===== src/pad_sys_pkg.sv =====
// Register port widths and types, pad function encoding
// and the default number of multiplexed pads

package pad_sys_pkg;

  // Register port
  localparam int unsigned REG_DATA_W = 32;
  localparam int unsigned REG_ADDR_W = 8;

  // Word index inside the register space
  localparam int unsigned REG_IDX_W = REG_ADDR_W - 2;

  typedef logic [REG_DATA_W-1:0] reg_data_t;
  typedef logic [REG_ADDR_W-1:0] reg_addr_t;

  // Alternate function select of one pad
  typedef enum logic {
    PAD_FUNC_PERIPH = 1'b0,
    PAD_FUNC_GPIO   = 1'b1
  } pad_func_e;

  // Default number of multiplexed pads
  localparam int unsigned DEFAULT_NUM_MUX_PAD = 14;

endpackage


===== src/rst_sync.sv =====
// Reset synchronizer, asynchronous assert and synchronous release

`timescale 1ns/100ps

module rst_sync (
  input  logic clk_i,
  input  logic rst_n_i,
  output logic rst_sync_n_o
);

  logic [1:0] sync_q;

  // Shift in a one per edge once the external reset is gone
  always_ff @(posedge clk_i or negedge rst_n_i) begin
    if (!rst_n_i) begin
      sync_q <= 2'b00;
    end else begin
      sync_q <= {sync_q[0], 1'b1};
    end
  end

  assign rst_sync_n_o = sync_q[1];

  // Release only after the external reset was high for two edges
  a_release_after_rst : assert property (
    @(posedge clk_i) $rose(rst_sync_n_o) |-> rst_n_i && $past(rst_n_i)
  ) else $error("rst_sync: synchronized reset released while rst_n_i low");

endmodule


===== src/pad_control.sv =====
// Pad alternate function registers behind a simple register port
// with word index decode, range check and error response

`timescale 1ns/100ps

module pad_control
  import pad_sys_pkg::*;
#(
  parameter int unsigned NUM_MUX_PAD = DEFAULT_NUM_MUX_PAD
) (
  input  logic                         clk_i,
  input  logic                         rst_n_i,

  input  logic                         reg_valid_i,
  input  logic                         reg_write_i,
  input  reg_addr_t                    reg_addr_i,
  input  reg_data_t                    reg_wdata_i,
  output reg_data_t                    reg_rdata_o,
  output logic                         reg_error_o,

  output pad_func_e [NUM_MUX_PAD-1:0]  pad_func_o
);

  // First byte address past the last register
  localparam int unsigned ADDR_LIMIT = NUM_MUX_PAD * 4;

  pad_func_e [NUM_MUX_PAD-1:0] pad_func_q;

  logic [REG_IDX_W-1:0] reg_idx;
  logic                 out_of_range;
  logic                 misaligned;
  logic                 addr_err;
  logic                 wr_en;
  pad_func_e            rd_func;

  // Address decode
  assign reg_idx      = reg_addr_i[REG_ADDR_W-1:2];
  assign out_of_range = 32'(reg_addr_i) >= ADDR_LIMIT;
  assign misaligned   = reg_addr_i[1:0] != 2'b00;
  assign addr_err     = out_of_range | misaligned;

  assign wr_en = reg_valid_i & reg_write_i & ~addr_err;

  // One select register per pad, only bit 0 of the write data is kept
  always_ff @(posedge clk_i or negedge rst_n_i) begin
    if (!rst_n_i) begin
      for (int i = 0; i < NUM_MUX_PAD; i++) begin
        pad_func_q[i] <= PAD_FUNC_PERIPH;
      end
    end else if (wr_en) begin
      for (int i = 0; i < NUM_MUX_PAD; i++) begin
        if (reg_idx == REG_IDX_W'(i)) begin
          pad_func_q[i] <= pad_func_e'(reg_wdata_i[0]);
        end
      end
    end
  end

  // Read mux, out of range indices never match
  always_comb begin
    rd_func = PAD_FUNC_PERIPH;
    for (int i = 0; i < NUM_MUX_PAD; i++) begin
      if (reg_idx == REG_IDX_W'(i)) begin
        rd_func = pad_func_q[i];
      end
    end
  end

  // Same cycle response
  always_comb begin
    reg_rdata_o = '0;
    reg_error_o = 1'b0;
    if (reg_valid_i) begin
      if (addr_err) begin
        reg_error_o = 1'b1;
      end else begin
        reg_rdata_o = reg_data_t'(rd_func);
      end
    end
  end

  assign pad_func_o = pad_func_q;

  a_error_needs_valid : assert property (
    @(posedge clk_i) disable iff (!rst_n_i)
    reg_error_o |-> reg_valid_i
  ) else $error("pad_control: error response without a transfer");

  // A rejected write must not disturb the routing
  a_error_write_no_change : assert property (
    @(posedge clk_i) disable iff (!rst_n_i)
    reg_valid_i && reg_write_i && reg_error_o |=> $stable(pad_func_o)
  ) else $error("pad_control: rejected write changed a pad function");

endmodule


===== src/pad_mux.sv =====
// Per pad routing between peripheral and GPIO signals,
// the pad input returns only to the owning side

`timescale 1ns/100ps

module pad_mux
  import pad_sys_pkg::*;
#(
  parameter int unsigned NUM_MUX_PAD = DEFAULT_NUM_MUX_PAD
) (
  input  pad_func_e [NUM_MUX_PAD-1:0] pad_func_i,

  // Peripheral side
  input  logic [NUM_MUX_PAD-1:0]      periph_out_i,
  input  logic [NUM_MUX_PAD-1:0]      periph_oe_i,
  output logic [NUM_MUX_PAD-1:0]      periph_in_o,

  // GPIO side
  input  logic [NUM_MUX_PAD-1:0]      gpio_out_i,
  input  logic [NUM_MUX_PAD-1:0]      gpio_oe_i,
  output logic [NUM_MUX_PAD-1:0]      gpio_in_o,

  // Pads
  input  logic [NUM_MUX_PAD-1:0]      pad_in_i,
  output logic [NUM_MUX_PAD-1:0]      pad_out_o,
  output logic [NUM_MUX_PAD-1:0]      pad_oe_o
);

  always_comb begin
    for (int i = 0; i < NUM_MUX_PAD; i++) begin
      // Side without the pad reads zero
      periph_in_o[i] = 1'b0;
      gpio_in_o[i]   = 1'b0;

      unique case (pad_func_i[i])
        PAD_FUNC_GPIO: begin
          pad_out_o[i] = gpio_out_i[i];
          pad_oe_o[i]  = gpio_oe_i[i];
          gpio_in_o[i] = pad_in_i[i];
        end
        default: begin
          pad_out_o[i]   = periph_out_i[i];
          pad_oe_o[i]    = periph_oe_i[i];
          periph_in_o[i] = pad_in_i[i];
        end
      endcase
    end
  end

  // Never return a pad input to both sides
  always_comb begin
    a_single_owner : assert ((periph_in_o & gpio_in_o) == '0)
      else $error("pad_mux: pad input returned to both sides");
  end

endmodule


===== src/pad_system.sv =====
// Pad front end top level, reset synchronizer,
// pad function registers and pad multiplexer

`timescale 1ns/100ps

module pad_system
  import pad_sys_pkg::*;
#(
  parameter int unsigned NUM_MUX_PAD = DEFAULT_NUM_MUX_PAD
) (
  input  logic                    clk_i,
  input  logic                    rst_n_i,

  // Register port
  input  logic                    reg_valid_i,
  input  logic                    reg_write_i,
  input  reg_addr_t               reg_addr_i,
  input  reg_data_t               reg_wdata_i,
  output reg_data_t               reg_rdata_o,
  output logic                    reg_error_o,

  // Peripheral and GPIO drives
  input  logic [NUM_MUX_PAD-1:0]  periph_out_i,
  input  logic [NUM_MUX_PAD-1:0]  periph_oe_i,
  input  logic [NUM_MUX_PAD-1:0]  gpio_out_i,
  input  logic [NUM_MUX_PAD-1:0]  gpio_oe_i,

  // Pads
  input  logic [NUM_MUX_PAD-1:0]  pad_in_i,
  output logic [NUM_MUX_PAD-1:0]  pad_out_o,
  output logic [NUM_MUX_PAD-1:0]  pad_oe_o,

  // Returned pad inputs
  output logic [NUM_MUX_PAD-1:0]  periph_in_o,
  output logic [NUM_MUX_PAD-1:0]  gpio_in_o
);

  logic                        rst_sync_n;
  pad_func_e [NUM_MUX_PAD-1:0] pad_func;

  rst_sync u_rst_sync (
    .clk_i        (clk_i),
    .rst_n_i      (rst_n_i),
    .rst_sync_n_o (rst_sync_n)
  );

  pad_control #(
    .NUM_MUX_PAD (NUM_MUX_PAD)
  ) u_pad_control (
    .clk_i       (clk_i),
    .rst_n_i     (rst_sync_n),
    .reg_valid_i (reg_valid_i),
    .reg_write_i (reg_write_i),
    .reg_addr_i  (reg_addr_i),
    .reg_wdata_i (reg_wdata_i),
    .reg_rdata_o (reg_rdata_o),
    .reg_error_o (reg_error_o),
    .pad_func_o  (pad_func)
  );

  pad_mux #(
    .NUM_MUX_PAD (NUM_MUX_PAD)
  ) u_pad_mux (
    .pad_func_i   (pad_func),
    .periph_out_i (periph_out_i),
    .periph_oe_i  (periph_oe_i),
    .periph_in_o  (periph_in_o),
    .gpio_out_i   (gpio_out_i),
    .gpio_oe_i    (gpio_oe_i),
    .gpio_in_o    (gpio_in_o),
    .pad_in_i     (pad_in_i),
    .pad_out_o    (pad_out_o),
    .pad_oe_o     (pad_oe_o)
  );

endmodule


===== config.mk =====
export PLATFORM = sky130hd
export DESIGN_NAME = pad_system
export DESIGN_NICKNAME = d
export VERILOG_FILES = /design/src/pad_sys_pkg.sv /design/src/rst_sync.sv /design/src/pad_control.sv /design/src/pad_mux.sv /design/src/pad_system.sv
export SDC_FILE = /design/constraint.sdc
export NUM_CORES = 1
export LEC_CHECK = 0
export ABC_AREA = 1
export BUFFER_PORTS_ARGS = -buffer_cell sky130_fd_sc_hd__buf_2
export CAP_MARGIN = 25
export CORE_ASPECT_RATIO = 0.6
export CORE_MARGIN = 8
export CORE_UTILIZATION = 31
export DETAILED_ROUTE_END_ITERATION = 8
export GPL_TIMING_DRIVEN = 0
export PLACE_DENSITY_LB_ADDON = 0.12
export SYNTH_ARGS = -nofsm -noshare
export SYNTH_HDL_FRONTEND = slang
export SYNTH_HIERARCHICAL = 1
export SYNTH_SLANG_ARGS = --single-unit

===== constraint.sdc =====
create_clock -name clk_i -period 1.01 [get_ports clk_i]
set_input_delay 0.0505 -clock clk_i [delete_from_list [all_inputs] [get_ports clk_i]]
set_output_delay 0.0505 -clock clk_i [all_outputs]
set_load 0.01 [all_outputs]

==> impl_metrics.ini <==
[outcome]
outcome = complete, but fails checks
violations = setup timing

[sta]
finClkSkew_ps = 5.324
layout_setup_ws_ps = -602.5
tightest_slew_ps = 587.6
hold_violations = 0
fin_crit_ps = 1612
slew_viol_final = 0
fmax_mhz = 620.2
finalSetupViolCount = 58
period_share_pct = 159.7
grt_setup_unrepaired = yes
relSlewSlack_pct = 60.83

[worst_setup_path]
path_cells = inv_1, nor2_1, nor2_1, nand4_1, nand2_1, nand4_1, nor2_1, nand3_1, nand2_1, inv_1, buf_2
worst-setup-path-type = reg -> out
crit_fanout = 2
reg2regPathDepth = 3
rr_endpoint = u_pad_control/pad_func_o[1]$_DFFE_PN0P_
critical_path_required_ps = 960
worst-path-stages = 11
max_stage_delay_ps = 410
path_delay_family = simple AND/OR/NAND/NOR gates
reg2reg_slack_ps = 160
cpMostUsedCell = nor2_1
worst_path_max_delay_cell = dfrtp_2
crit_arrival_ps = 1560
cp-end-kind = output pin
startpoint_type = flip-flop
r2r_start = u_pad_control/pad_func_o[1]$_DFFE_PN0P_
crit_buf_inv = 3

[grt]
grt_pass1_wl_mm = 9.549
grt_max_degree = 15
grt-ovfl-total = 0
grt_pass1_vias = 2120
track_usage_pct = 13.41
antenna_found_initial = 0

[drt]
dr.max_layer_used = met3
met1Wirelength_mm = 2.704
route.met3.wl_um = 623
drtAntennaViolNets = 0
firstDrtPassIters = 4
drt_iter0_drc = 96
drc = 0
met2_length_mm = 3.154
viasPerCell = 3.981
wirelength_mm = 6.481
dr_total_vias = 2341
wl_per_cell_um = 11.02

[yosys]
avgSynthCellArea_sq_um = 5.591
synth_area_leaders = nand2_1, dfrtp_1, buf_4
synth_top_area_share_pct = 24.91
netlist_instances = 318
yosysTopAreaCell = nand2_1
ys_ff_latch = 16
syn_area_sq_mm = 0.001778
synth_cell_types = 19
yosys_warnings = 6
ys_seq_area_share_pct = 22.52

[cells_and_area]
final_layout_size_suffix_gt1_share_pct = 52.36
nets = 624
syn_to_final_growth_pct = 79.17
antenna-diode-count = 0
design_area_sq_mm = 0.003186
final_common_cell = buf_2
layout_common_cells = buf_2, nand2_1, inv_1, nor2_1, buf_4

[cts]
clock_sinks = 16
cts_tree = done
cts_buffers = 3
clk_path_buf_depth = 2
cts.htree.levels = 1
clock_latency_ps = 250
clk_pin_slew_worst_paths_ps = 70
cts_root_buf = clkbuf_8

[place]
io_buffers = 140
placed_area_sq_mm = 0.002723
place.detailed.hpwl_mm = 5.303
place_congestion = 0.7995

[power]
vdd_drop_max_mv = 0.4071
p_leak_nw = 2.001
p_per_area_mw_per_mm2 = 600.1
totalPowerFinal_mw = 1.912

[hold_path]
min_path_type = in -> reg
hold_start = reg_wdata_i[0]
min_path_cells = 3
hold_end = u_pad_control/pad_func_o[5]$_DFFE_PN0P_

[floorplan]
initial_core_util_pct = 32.07
num_rows = 21
coreArea_sq_mm = 0.005544
die_area_sq_mm = 0.008494
die_w_um = 113.8
die_h_um = 74.66
pin_count = 203

[run]
maxCapViolCount = 0
-- worst register-to-register path: cells and delay by family, from the launching register on --
family | cells | cell delay, ps
simple gates | 1 | 110
compound gates | 1 | 50
buf+inv | 1 | 130
flops | 1 | 410
-- logic make-up after synthesis --
family	after synthesis	synth area share, %
buffers and inverters	93	26.60
AO/OA/AOI/OAI	17	4.996
AND/OR/NAND/NOR	190	45.46
flip-flops	16	22.52
other	2	0.4224
-- area by class of cell --
type | instances | area (sq um)
flip-flops and latches | 16 | 416.7
fillers | 543 | 2359
well taps | 80 | 100.1
multi-input cells | 239 | 1180
clock buffers | 3 | 41.29
repair buffers | 157 | 955.9
plain buffers | 33 | 256.5
inverters | 60 | 235.2
-- state kept, by name (all words and copies together) (netlist names) --
| signal | count |
|---|---|
| u_rst_sync/sync_q | 2 |
| u_pad_control/pad_func_o | 14 |
-- worst max path at each step --
stage	from	to	slack, ps
global route	u_pad_control/pad_func_o[2]$_DFFE_PN0P_	reg_rdata_o[0]	-730
global placement	reg_addr_i[7]	reg_rdata_o[0]	-500
finish	u_pad_control/pad_func_o[2]$_DFFE_PN0P_	reg_rdata_o[0]	-600
floorplan	u_pad_control/pad_func_o[0]$_DFFE_PN0P_	reg_rdata_o[0]	-110
detailed placement	reg_addr_i[7]	reg_rdata_o[0]	-550
CTS	u_pad_control/pad_func_o[2]$_DFFE_PN0P_	reg_rdata_o[0]	-610
-- cells in the mapped netlist --
master and n:
nand2_1 118, nor2_1 48, inv_1 46, buf_4 31
dfrtp_1 16, inv_2 14, a21oi_1 11, nand3_1 7
nor3_2 6, o21ai_0 5, nand4_1 4, nor3_1 3
conb_1 2, nor3_4 2, buf_6 1, clkbuf_1 1
nand2_2 1, nor2_4 1, o21ai_2 1
-- repair_timing --
item,in CTS,in global routing
buffers inserted,4,12
endpoints found under the hold margin,2,0
endpoints found under the setup margin,65,71
resized for setup,24,66
pin swaps,3,11
cloned,0,0
hold buffers,1,0
-- routing by layer --
layer / up-vias / global-route usage [%]
li1: 1263 / -
met1: 982 / 15.64
met2: 96 / 24.33
met3: 0 / 4.804
met4: 0 / 0.8785
met5: - / 0
-- power by group --
| group | total [mW] | leakage, nW | switching, mW | internal [mW] |
|---|---|---|---|---|
| sequential | 0.674 | 0.184 | 0.0211 | 0.653 |
| combinational | 0.751 | 1.79 | 0.383 | 0.368 |
| clock | 0.487 | 0.0216 | 0.223 | 0.265 |
| total | 1.91 | 2.00 | 0.627 | 1.28 |
-- metrics by stage --
step	instances	hold slack, ps	worst slack (ps)	utilization, %	TNS [ps]
floorplan	348	-245.1	-110.4	-	-736.1
finish	588	76.27	-602.5	57.46	-5153
global route	588	85.38	-732.0	57.46	-9003
detailed placement	568	-158.1	-546.6	49.11	-5209
CTS	576	75.21	-607.3	51.55	-3575
global placement	568	-161.6	-503.3	49.11	-4788
Note: power is estimated with default switching activity, not from simulation.
